==> src/hdl/bpf_pkg.sv <==
package bpf_pkg;

    localparam int CODE_ADDR_W = 8;  // Up to 256 instructions
    localparam int PKT_ADDR_W  = 12; // 4 KiB packet window

    typedef logic [31:0]            word_t;
    typedef logic [CODE_ADDR_W-1:0] code_addr_t;
    typedef logic [PKT_ADDR_W-1:0]  pkt_addr_t;
    typedef logic [PKT_ADDR_W:0]    pkt_len_t; // Extra bit so a full window fits

    // Classic BPF instruction, code in the top half
    typedef struct packed {
        logic [15:0] code;
        logic [7:0]  jt;
        logic [7:0]  jf;
        word_t       k;
    } bpf_insn_t;

    // Class field, code[2:0]
    localparam logic [2:0] CLS_LD   = 3'h0;
    localparam logic [2:0] CLS_LDX  = 3'h1;
    localparam logic [2:0] CLS_ST   = 3'h2;
    localparam logic [2:0] CLS_STX  = 3'h3;
    localparam logic [2:0] CLS_ALU  = 3'h4;
    localparam logic [2:0] CLS_JMP  = 3'h5;
    localparam logic [2:0] CLS_RET  = 3'h6;
    localparam logic [2:0] CLS_MISC = 3'h7;

    localparam logic [1:0] SZ_W = 2'h0; // Size field, code[4:3]
    localparam logic [1:0] SZ_H = 2'h1;
    localparam logic [1:0] SZ_B = 2'h2;

    // Mode field, code[7:5]
    localparam logic [2:0] MODE_IMM = 3'h0;
    localparam logic [2:0] MODE_ABS = 3'h1;
    localparam logic [2:0] MODE_IND = 3'h2;
    localparam logic [2:0] MODE_MEM = 3'h3;
    localparam logic [2:0] MODE_LEN = 3'h4;
    localparam logic [2:0] MODE_MSH = 3'h5;

    localparam logic SRC_K = 1'b0; // Operand source, code[3]
    localparam logic SRC_X = 1'b1;

    // Jump op, code[7:4]
    localparam logic [3:0] JMP_JA   = 4'h0;
    localparam logic [3:0] JMP_JEQ  = 4'h1;
    localparam logic [3:0] JMP_JGT  = 4'h2;
    localparam logic [3:0] JMP_JGE  = 4'h3;
    localparam logic [3:0] JMP_JSET = 4'h4;

    localparam logic [1:0] RVAL_K = 2'h0; // Return source, code[4:3]
    localparam logic [1:0] RVAL_A = 2'h2;

    localparam logic [4:0] MISC_TAX = 5'h00; // Misc op, code[7:3]
    localparam logic [4:0] MISC_TXA = 5'h10;

    // Encoded as the BPF op field, div and mod left out
    typedef enum logic [3:0] {
        ADD = 4'h0,
        SUB = 4'h1,
        MUL = 4'h2,
        OR  = 4'h4,
        AND = 4'h5,
        LSH = 4'h6,
        RSH = 4'h7,
        NEG = 4'h8,
        XOR = 4'ha
    } alu_op_e;

    typedef enum logic [2:0] {A_IMM, A_PKT, A_MEM, A_LEN, A_ALU, A_X} a_sel_e;
    typedef enum logic [2:0] {X_IMM, X_PKT, X_MEM, X_LEN, X_MSH, X_A} x_sel_e;
    typedef enum logic [1:0] {PC_NEXT, PC_JT, PC_JF, PC_K} pc_sel_e;

    typedef enum logic [2:0] {IDLE, FETCH, DECODE, PKT_WAIT, ALU_WAIT, DONE} ctl_state_e;

    // Controller commands to the datapath
    typedef struct packed {
        a_sel_e     a_sel;
        logic       a_en;
        x_sel_e     x_sel;
        logic       x_en;
        pc_sel_e    pc_sel;
        logic       pc_en;
        logic       pc_clr;
        logic       b_sel_x;   // ALU B from X, else K
        alu_op_e    alu_op;
        logic       alu_en;
        logic       st_en;
        logic       st_from_x; // Scratch write data from X, else A
        logic       addr_ind;  // Packet address X+k
        logic [1:0] load_size;
        logic       regs_clr;
    } dp_ctl_t;

    typedef struct packed {
        logic  eq;
        logic  gt;
        logic  ge;
        logic  set;
        logic  alu_vld;
        logic  oob;
        word_t a_value;
    } dp_stat_t;

endpackage
==> src/hdl/bpf_core.sv <==
`timescale 1ns/1ps

module bpf_core import bpf_pkg::*; (
    input  logic       clk,
    input  logic       rst,
    input  logic       start,
    input  pkt_len_t   packet_len,
    output code_addr_t code_addr,
    input  bpf_insn_t  code_data,
    output pkt_addr_t  pkt_addr,
    input  word_t      pkt_data,
    output logic       busy,
    output logic       done,
    output logic       accept,
    output word_t      ret_val
);

    dp_ctl_t    dp_ctl;
    dp_stat_t   dp_stat;
    word_t      insn_k;
    logic [7:0] insn_jt;
    logic [7:0] insn_jf;

    bpf_controller u_ctl (
        .clk       (clk),
        .rst       (rst),
        .start     (start),
        .code_data (code_data),
        .dp_stat   (dp_stat),
        .dp_ctl    (dp_ctl),
        .insn_k    (insn_k),
        .insn_jt   (insn_jt),
        .insn_jf   (insn_jf),
        .busy      (busy),
        .done      (done),
        .accept    (accept),
        .ret_val   (ret_val)
    );

    bpf_datapath u_dp (
        .clk        (clk),
        .rst        (rst),
        .dp_ctl     (dp_ctl),
        .insn_k     (insn_k),
        .insn_jt    (insn_jt),
        .insn_jf    (insn_jf),
        .packet_len (packet_len),
        .pkt_data   (pkt_data),
        .pc         (code_addr), // PC drives the code memory directly
        .pkt_addr   (pkt_addr),
        .dp_stat    (dp_stat)
    );

endmodule

==> src/hdl/bpf_controller.sv <==
`timescale 1ns/1ps

module bpf_controller import bpf_pkg::*; (
    input  logic       clk,
    input  logic       rst,
    input  logic       start,
    input  bpf_insn_t  code_data,
    input  dp_stat_t   dp_stat,
    output dp_ctl_t    dp_ctl,
    output word_t      insn_k,
    output logic [7:0] insn_jt,
    output logic [7:0] insn_jf,
    output logic       busy,
    output logic       done,
    output logic       accept,
    output word_t      ret_val
);

    ctl_state_e state;
    ctl_state_e state_nx;
    bpf_insn_t  insn_q;
    bpf_insn_t  cur;
    logic [2:0] cls;
    logic [1:0] sz;
    logic [2:0] mode;
    logic [3:0] op;
    logic [1:0] rval;
    logic       src;
    logic       legal;
    logic       pkt_ld;
    logic       cond_jmp;
    logic       misc_txa;
    logic       jmp_take;
    word_t      ret_d;

    // Live memory word in DECODE, latched copy afterwards
    assign cur     = (state == DECODE) ? code_data : insn_q;
    assign insn_k  = cur.k;
    assign insn_jt = cur.jt;
    assign insn_jf = cur.jf;

    assign cls  = cur.code[2:0];
    assign sz   = cur.code[4:3];
    assign rval = cur.code[4:3];
    assign src  = cur.code[3];
    assign mode = cur.code[7:5];
    assign op   = cur.code[7:4];

    assign pkt_ld = ((cls == CLS_LD) && (mode inside {MODE_ABS, MODE_IND}))
                 || ((cls == CLS_LDX) && (mode == MODE_MSH));
    assign cond_jmp = (cls == CLS_JMP) && (op != JMP_JA);
    assign misc_txa = (cur.code[7:3] == MISC_TXA);

    // Opcode check, anything else aborts with 0
    always_comb begin
        legal = 1'b0;
        if (cur.code[15:8] == 8'h00) begin
            case (cls)
                CLS_LD: legal = (mode inside {MODE_ABS, MODE_IND}) ? (sz != 2'h3)
                              : ((mode inside {MODE_IMM, MODE_MEM, MODE_LEN}) && sz == SZ_W);
                CLS_LDX: legal = (mode == MODE_MSH) ? (sz == SZ_B)
                               : ((mode inside {MODE_IMM, MODE_MEM, MODE_LEN}) && sz == SZ_W);
                CLS_ST, CLS_STX: legal = (cur.code[7:3] == 5'h00);
                CLS_ALU: legal = (op inside {ADD, SUB, MUL, OR, AND, XOR, LSH, RSH})
                               || (op == NEG && src == SRC_K);
                CLS_JMP: legal = (op == JMP_JA) ? (src == SRC_K) : (op <= JMP_JSET);
                CLS_RET: legal = (cur.code[7:5] == 3'h0) && (rval inside {RVAL_K, RVAL_A});
                default: legal = (cur.code[7:3] inside {MISC_TAX, MISC_TXA});
            endcase
        end
    end

    // Flag named by the jump op
    always_comb begin
        case (op)
            JMP_JEQ: jmp_take = dp_stat.eq;
            JMP_JGT: jmp_take = dp_stat.gt;
            JMP_JGE: jmp_take = dp_stat.ge;
            default: jmp_take = dp_stat.set; // jset
        endcase
    end

    assign ret_d = (legal && cls == CLS_RET)
                 ? ((rval == RVAL_A) ? dp_stat.a_value : cur.k) : '0;

    always_comb begin
        dp_ctl           = '0;
        dp_ctl.b_sel_x   = (src == SRC_X);
        dp_ctl.alu_op    = alu_op_e'(op);
        dp_ctl.st_from_x = (cls == CLS_STX);
        dp_ctl.addr_ind  = (cls == CLS_LD) && (mode == MODE_IND);
        dp_ctl.load_size = sz;
        case (mode) // Load sources, IMM by default
            MODE_ABS, MODE_IND: dp_ctl.a_sel = A_PKT;
            MODE_MEM: begin
                dp_ctl.a_sel = A_MEM;
                dp_ctl.x_sel = X_MEM;
            end
            MODE_LEN: begin
                dp_ctl.a_sel = A_LEN;
                dp_ctl.x_sel = X_LEN;
            end
            MODE_MSH: dp_ctl.x_sel = X_MSH;
            default:  dp_ctl.a_sel = A_IMM;
        endcase
        if (cls == CLS_ALU) begin
            dp_ctl.a_sel = A_ALU;
        end else if (cls == CLS_MISC) begin
            dp_ctl.a_sel = A_X;
            dp_ctl.x_sel = X_A;
        end

        state_nx = state;
        case (state)
            IDLE: begin
                if (start) begin // New run, A X PC cleared
                    dp_ctl.pc_clr   = 1'b1;
                    dp_ctl.regs_clr = 1'b1;
                    state_nx        = FETCH;
                end
            end
            FETCH: state_nx = DECODE; // Code memory answers next cycle
            DECODE: begin
                if (!legal || cls == CLS_RET) begin
                    state_nx = DONE;
                end else if (pkt_ld) begin
                    dp_ctl.pc_en = !dp_stat.oob;
                    state_nx     = dp_stat.oob ? DONE : PKT_WAIT;
                end else begin
                    dp_ctl.pc_en  = !cond_jmp; // Cond jumps step after the compare
                    dp_ctl.pc_sel = (cls == CLS_JMP) ? PC_K : PC_NEXT;
                    dp_ctl.alu_en = (cls == CLS_ALU) || cond_jmp;
                    dp_ctl.a_en   = (cls == CLS_LD) || (cls == CLS_MISC && misc_txa);
                    dp_ctl.x_en   = (cls == CLS_LDX) || (cls == CLS_MISC && !misc_txa);
                    dp_ctl.st_en  = (cls == CLS_ST) || (cls == CLS_STX);
                    state_nx      = dp_ctl.alu_en ? ALU_WAIT : FETCH;
                end
            end
            PKT_WAIT: begin
                dp_ctl.a_en = (cls == CLS_LD);
                dp_ctl.x_en = (cls == CLS_LDX);
                state_nx    = FETCH;
            end
            ALU_WAIT: begin
                if (dp_stat.alu_vld) begin
                    dp_ctl.a_en   = (cls == CLS_ALU);
                    dp_ctl.pc_en  = cond_jmp;
                    dp_ctl.pc_sel = jmp_take ? PC_JT : PC_JF;
                    state_nx      = FETCH;
                end
            end
            default: state_nx = IDLE; // DONE lasts one cycle
        endcase
    end

    always_ff @(posedge clk) begin
        if (rst) begin
            state   <= IDLE;
            ret_val <= '0;
            accept  <= 1'b0;
        end else begin
            state <= state_nx;
            if (state == DECODE && state_nx == DONE) begin // ret or abort
                ret_val <= ret_d;
                accept  <= |ret_d;
            end
        end
    end

    always_ff @(posedge clk) begin
        if (state == DECODE) begin
            insn_q <= code_data;
        end
    end

    assign busy = state inside {FETCH, DECODE, PKT_WAIT, ALU_WAIT};
    assign done = (state == DONE);

endmodule

==> src/hdl/bpf_datapath.sv <==
`timescale 1ns/1ps

module bpf_datapath import bpf_pkg::*; (
    input  logic       clk,
    input  logic       rst,
    input  dp_ctl_t    dp_ctl,
    input  word_t      insn_k,
    input  logic [7:0] insn_jt,
    input  logic [7:0] insn_jf,
    input  pkt_len_t   packet_len,
    input  word_t      pkt_data,
    output code_addr_t pc,
    output pkt_addr_t  pkt_addr,
    output dp_stat_t   dp_stat
);

    word_t       a_reg;
    word_t       x_reg;
    word_t       alu_b;
    word_t       alu_res;
    word_t       mem_rdata;
    word_t       pkt_val;
    word_t       len_word;
    logic [32:0] byte_addr;  // Carry bit kept so X+k cannot wrap into range
    logic [33:0] end_addr;
    logic [2:0]  size_bytes;
    logic        alu_eq;
    logic        alu_gt;
    logic        alu_ge;
    logic        alu_set;
    logic        alu_vld;
    code_addr_t  pc_inc;

    assign byte_addr = {1'b0, (dp_ctl.addr_ind ? x_reg : 32'd0)} + {1'b0, insn_k};
    assign pkt_addr  = {byte_addr[PKT_ADDR_W-1:2], 2'b00}; // Word aligned fetch

    always_comb begin
        case (dp_ctl.load_size)
            SZ_W:    size_bytes = 3'd4;
            SZ_H:    size_bytes = 3'd2;
            default: size_bytes = 3'd1;
        endcase
    end

    // Last byte must sit below packet_len
    assign end_addr = {1'b0, byte_addr} + 34'(size_bytes);

    // Big-endian lanes, byte 0 on bits 31:24
    always_comb begin
        case (dp_ctl.load_size)
            SZ_W:    pkt_val = pkt_data;
            SZ_H:    pkt_val = {16'h0, (byte_addr[1] ? pkt_data[15:0] : pkt_data[31:16])};
            default: pkt_val = {24'h0, pkt_data[{~byte_addr[1:0], 3'b000} +: 8]};
        endcase
    end

    assign len_word = word_t'(packet_len);

    // Accumulator and index
    always_ff @(posedge clk) begin
        if (rst || dp_ctl.regs_clr) begin
            a_reg <= '0;
            x_reg <= '0;
        end else begin
            if (dp_ctl.a_en) begin
                case (dp_ctl.a_sel)
                    A_IMM:   a_reg <= insn_k;
                    A_PKT:   a_reg <= pkt_val;
                    A_MEM:   a_reg <= mem_rdata;
                    A_LEN:   a_reg <= len_word;
                    A_ALU:   a_reg <= alu_res;
                    default: a_reg <= x_reg; // txa
                endcase
            end
            if (dp_ctl.x_en) begin
                case (dp_ctl.x_sel)
                    X_IMM:   x_reg <= insn_k;
                    X_PKT:   x_reg <= pkt_val;
                    X_MEM:   x_reg <= mem_rdata;
                    X_LEN:   x_reg <= len_word;
                    X_MSH:   x_reg <= {26'h0, pkt_val[3:0], 2'b00}; // 4*(P[k]&0xf)
                    default: x_reg <= a_reg; // tax
                endcase
            end
        end
    end

    // Offsets count from the following instruction
    assign pc_inc = pc + code_addr_t'(1);

    always_ff @(posedge clk) begin
        if (rst || dp_ctl.pc_clr) begin
            pc <= '0;
        end else if (dp_ctl.pc_en) begin
            case (dp_ctl.pc_sel)
                PC_NEXT: pc <= pc_inc;
                PC_JT:   pc <= pc_inc + code_addr_t'(insn_jt);
                PC_JF:   pc <= pc_inc + code_addr_t'(insn_jf);
                default: pc <= pc_inc + insn_k[CODE_ADDR_W-1:0]; // ja
            endcase
        end
    end

    assign alu_b = dp_ctl.b_sel_x ? x_reg : insn_k;

    bpf_alu u_alu (
        .clk    (clk),
        .rst    (rst),
        .a      (a_reg),
        .b      (alu_b),
        .op     (dp_ctl.alu_op),
        .en     (dp_ctl.alu_en),
        .result (alu_res),
        .eq     (alu_eq),
        .gt     (alu_gt),
        .ge     (alu_ge),
        .set    (alu_set),
        .vld    (alu_vld)
    );

    bpf_scratch u_scratch (
        .clk   (clk),
        .rst   (rst),
        .addr  (insn_k[3:0]),
        .wdata (dp_ctl.st_from_x ? x_reg : a_reg), // st or stx
        .we    (dp_ctl.st_en),
        .rdata (mem_rdata)
    );

    assign dp_stat = '{
        eq:      alu_eq,
        gt:      alu_gt,
        ge:      alu_ge,
        set:     alu_set,
        alu_vld: alu_vld,
        oob:     (end_addr > 34'(packet_len)),
        a_value: a_reg
    };

endmodule

==> src/hdl/bpf_scratch.sv <==
`timescale 1ns/1ps

module bpf_scratch import bpf_pkg::*; (
    input  logic       clk,
    input  logic       rst,
    input  logic [3:0] addr,
    input  word_t      wdata,
    input  logic       we,
    output word_t      rdata
);

    word_t mem [16]; // M[0..15]

    always_ff @(posedge clk) begin
        if (rst) begin
            for (int i = 0; i < 16; i++) begin
                mem[i] <= '0;
            end
        end else if (we) begin
            mem[addr] <= wdata;
        end
    end

    // Read in the same cycle, no pipelining
    assign rdata = mem[addr];

endmodule

==> src/hdl/bpf_alu.sv <==
`timescale 1ns/1ps

module bpf_alu import bpf_pkg::*; (
    input  logic    clk,
    input  logic    rst,
    input  word_t   a,
    input  word_t   b,
    input  alu_op_e op,
    input  logic    en,
    output word_t   result,
    output logic    eq,
    output logic    gt,
    output logic    ge,
    output logic    set,
    output logic    vld
);

    word_t res_d;
    logic  big_shift;

    // Shift counts of 32 and up flush the word
    assign big_shift = |b[31:5];

    always_comb begin
        case (op)
            ADD:     res_d = a + b;
            SUB:     res_d = a - b;
            MUL:     res_d = a * b;     // Low 32 bits only
            OR:      res_d = a | b;
            AND:     res_d = a & b;
            XOR:     res_d = a ^ b;
            LSH:     res_d = big_shift ? '0 : a << b[4:0];
            RSH:     res_d = big_shift ? '0 : a >> b[4:0];
            NEG:     res_d = -a;        // B ignored
            default: res_d = '0;
        endcase
    end

    // Result and flags held until the next strobe
    always_ff @(posedge clk) begin
        if (en) begin
            result <= res_d;
            eq     <= (a == b);
            gt     <= (a > b);  // Unsigned, as in BPF
            ge     <= (a >= b);
            set    <= |(a & b);
        end
    end

    always_ff @(posedge clk) begin
        if (rst) begin
            vld <= 1'b0;
        end else begin
            vld <= en; // One cycle after the strobe
        end
    end

endmodule

==> config.mk <==
export PLATFORM = sky130hd
export DESIGN_NAME = bpf_core
export DESIGN_NICKNAME = d
export VERILOG_FILES = /design/src/hdl/bpf_pkg.sv /design/src/hdl/bpf_core.sv /design/src/hdl/bpf_controller.sv /design/src/hdl/bpf_datapath.sv /design/src/hdl/bpf_scratch.sv /design/src/hdl/bpf_alu.sv
export SDC_FILE = /design/constraint.sdc
export NUM_CORES = 2
export LEC_CHECK = 0
export ABC_AREA = 0
export BUFFER_PORTS_ARGS = -buffer_cell sky130_fd_sc_hd__buf_2
export CORE_ASPECT_RATIO = 2
export CORE_MARGIN = 2
export CORE_UTILIZATION = 40
export CTS_BUF_LIST = sky130_fd_sc_hd__clkbuf_4 sky130_fd_sc_hd__clkbuf_8 sky130_fd_sc_hd__clkbuf_16
export CTS_CLUSTER_DIAMETER = 50
export DETAILED_ROUTE_END_ITERATION = 16
export HOLD_SLACK_MARGIN = 0.02
export PLACE_DENSITY = 0.68
export REMOVE_ABC_BUFFERS = 1
export SLEW_MARGIN = 15
export SYNTH_ARGS = -nofsm -noshare
export SYNTH_HDL_FRONTEND = slang
export SYNTH_HIERARCHICAL = 1
export SYNTH_SLANG_ARGS = --single-unit
==> constraint.sdc <==
create_clock -name clk -period 11.6 [get_ports clk]
set_input_delay 2.32 -clock clk [delete_from_list [all_inputs] [get_ports clk]]
set_output_delay 2.32 -clock clk [all_outputs]
set_load 0.005 [all_outputs]
==> metrics.txt <==
max reg flops 512; crit path launch type primary input; synth warn 6; first-pass GRT wire length 443000 um; CTS tree done; Core Footprint 159000 um^2; post-route DRC violation count 0; Hold-fix buffers, CTS 0; Synth cell types 146; Post CTS Setup Buffer Count 0; RSZ-0062 raised after global routing no; register area share after synthesis 31.2%; Design Power 0.0134 W; Slew Viols, Final 0; placed cell area 66900 um^2; Setup crit end u_dp/u_alu/result[27]$_DFFE_PP_; Slew HR 9.93%; fin crit share 93.0%; reg2reg path depth 31; reg2reg setup slack 1.29 ns; multi-input logic area 39400 um^2; outcome finished clean; HPWL after DPL 231000 um; final setup fails 0; PnR worst setup slack 0.809 ns; Resize count post-CTS 0; final instance area 69900 um^2; layout cells sized above 1 15.4%; Synth Instances 6669; via count 57100; gpl congestion 1.13; Most common cell on crit path fa_1; clk_lat worst skew 0.72 ns; starting density of the core 40.2%; clock tree root buffer cell clkbuf_16; deepest clock path buffer count 3; FF/Latch Area 19900 um^2; Pwr Density 192 nW/um^2; clock-pin slew of the registers on the worst-case setup and hold paths 0.06 ns; die area 163000 um^2; Pre-Repair DR Iteration Count 11; GRT Util Overall 39.5%; Data required, critical path 12.02 ns; die span in y 569 um; worst hold margin 0.441 ns; kind of end point of the critical path register; FF+latch count, synth 721; Largest Register u_dp/u_scratch/mem; Syn-to-layout area delta 9.59%; ys flop type edfxtp_1; vias in the first global route 58400; remaining antenna violation count 0; Fin Setup TNS 0 ns; critical path class primary input to register; Site Rows 207; Worst-Margin Slew 1.34 ns; clock skew 0.0483 ns; ys async rst share 0%; Reg-to-Reg End u_dp/u_alu/result[27]$_DFFE_PP_; max_cap viols 0; Via density 6.47; worst-path fanout max 9; net count reported at finish 7455; LEAKAGE 28.5 nW; Routed WL 320000 um; TritonCTS sink count 721; reg2reg start u_ctl/state[0]$_SDFF_PP0_; Congestion Overflow GR 0; H-tree levels 3; Top Registers u_dp/u_scratch/mem: 512 flops, u_ctl/insn_q: 64 flops; Post-synth EDFFs 548; largest net degree at the start of global routing 94; CP max stage delay 0.55 ns; initial DRC count 6804; antenna violations before repair 53; routed len/inst 36.3 um; crit path time final 10.79 ns; Fillers 15300; Die W 286 um; Mapped Area 63800 um^2; Mean Syn Cell Area 9.57 um^2; worst-case vdd ir drop 182 uV; slowest CP cell mux2_2; Fmax 92.7 MHz; port buffer count 164; num ports 167; Setup WS pre-CTS 0.308 ns; Hold Path Class register to register; crit path DAT 11.21 ns; CP Launch Point code_data[51]; Hold Violations, Final 0; TritonCTS Buffers 76
## worst max-delay path, delay by kind of cell
family / cells / cell delay [ns]
fa+ha+maj: 9 / 4.38
buf+inv: 8 / 1.01
compound gates: 5 / 1.34
mux: 2 / 0.80
simple gates: 7 / 1.31
## power breakdown
part           leakage, nW  switching [W]  internal (W)
registers             7.03       0.000103       0.00297
clock network         1.30        0.00117       0.00147
logic                 20.1        0.00533       0.00237
## cells by family after synthesis
kind of cell / count (synthesis) / share of synthesized area (%)
simple gates: 2364 / 18.2
other cells: 1 / 0.00588
xor+xnor: 172 / 2.37
flops: 721 / 31.2
fa+ha+maj: 693 / 18.4
mux: 359 / 9.15
compound gates: 1205 / 13.0
buf+inv: 1154 / 7.62
## worst min-delay path by stage
stage	start	end	slack (ns)	depth (start not counted)
detailed placement	u_ctl/insn_q[46]$_DFF_P_	u_ctl/insn_q[46]$_DFF_P_	0.43	2
global placement	u_ctl/insn_q[46]$_DFF_P_	u_ctl/insn_q[46]$_DFF_P_	0.43	2
finish	u_ctl/insn_q[58]$_DFF_P_	u_ctl/insn_q[58]$_DFF_P_	0.44	2
floorplan	u_ctl/insn_q[40]$_DFF_P_	u_ctl/insn_q[40]$_DFF_P_	0.42	2
CTS	u_ctl/insn_q[58]$_DFF_P_	u_ctl/insn_q[58]$_DFF_P_	0.44	2
global route	u_ctl/insn_q[46]$_DFF_P_	u_ctl/insn_q[46]$_DFF_P_	0.47	2
## layout by cell type, fill, tap and decap left out, types with 45 or more instances in the layout
master and n:
and2_1 556, or3_1 51, nand2b_1 52, nor3_1 75, a221oi_1 45, dfxtp_1 173
fa_1 413, mux2_2 81, nand2_1 622, inv_1 587, nor2_1 677, mux2i_1 100
o22ai_1 46, buf_2 164, clkbuf_16 76, mux4_2 171, a22oi_1 84, xnor2_1 125
buf_4 273, o21ai_0 238, a21oi_1 311, ha_1 280, edfxtp_1 548
## synth_stat cells (all sizes together) (37+ instances only)
cell | count | area, um^2
nand2 | 627 | 2360
buf | 184 | 1140
mux4 | 171 | 3850
mux2 | 84 | 950
edfxtp | 548 | 16500
o22ai | 46 | 288
a221oi | 53 | 470
dfxtp | 173 | 3460
fa | 413 | 8270
nor4 | 46 | 315
nor2 | 695 | 2620
or3 | 55 | 352
nand3 | 45 | 230
a21o | 39 | 300
o211ai | 45 | 343
a31oi | 40 | 263
o21ai | 257 | 1310
nand4 | 40 | 263
mux2i | 104 | 1040
nand2b | 53 | 334
nor3 | 86 | 452
clkbuf | 359 | 1420
a22oi | 85 | 643
a21oi | 313 | 1570
xor2 | 43 | 384
and2 | 558 | 3490
ha | 280 | 3500
o221a | 37 | 417
inv | 595 | 2230
xnor2 | 129 | 1130
## routing by layer
layer  wire, um  vias up  GRT usage [%]
li1           -    23000              -
met1      95000    28100           37.7
met2     153000     4122           65.6
met3      30500     1791           12.4
met4      41600       36           39.1
met5        238        -              0
## final cells by class
type,instances,area share (%)
multi-input cells,4795,56.4
flip-flops and latches,721,28.5
repair buffers,446,4.29
well taps,2090,3.74
inverters,610,3.27
clock buffers,93,2.93
clock inverters,45,0.825
diodes,29,0.104
## stage by stage
stage / util (%) / cells
after global placement: 42.2 / 8647
final: 44.0 / 8829
after CTS: 43.8 / 8785
after global routing: 44.0 / 8803
after detailed placement: 42.2 / 8647
after floorplan: - / 6126
Note: power is estimated with default switching activity, not from simulation.
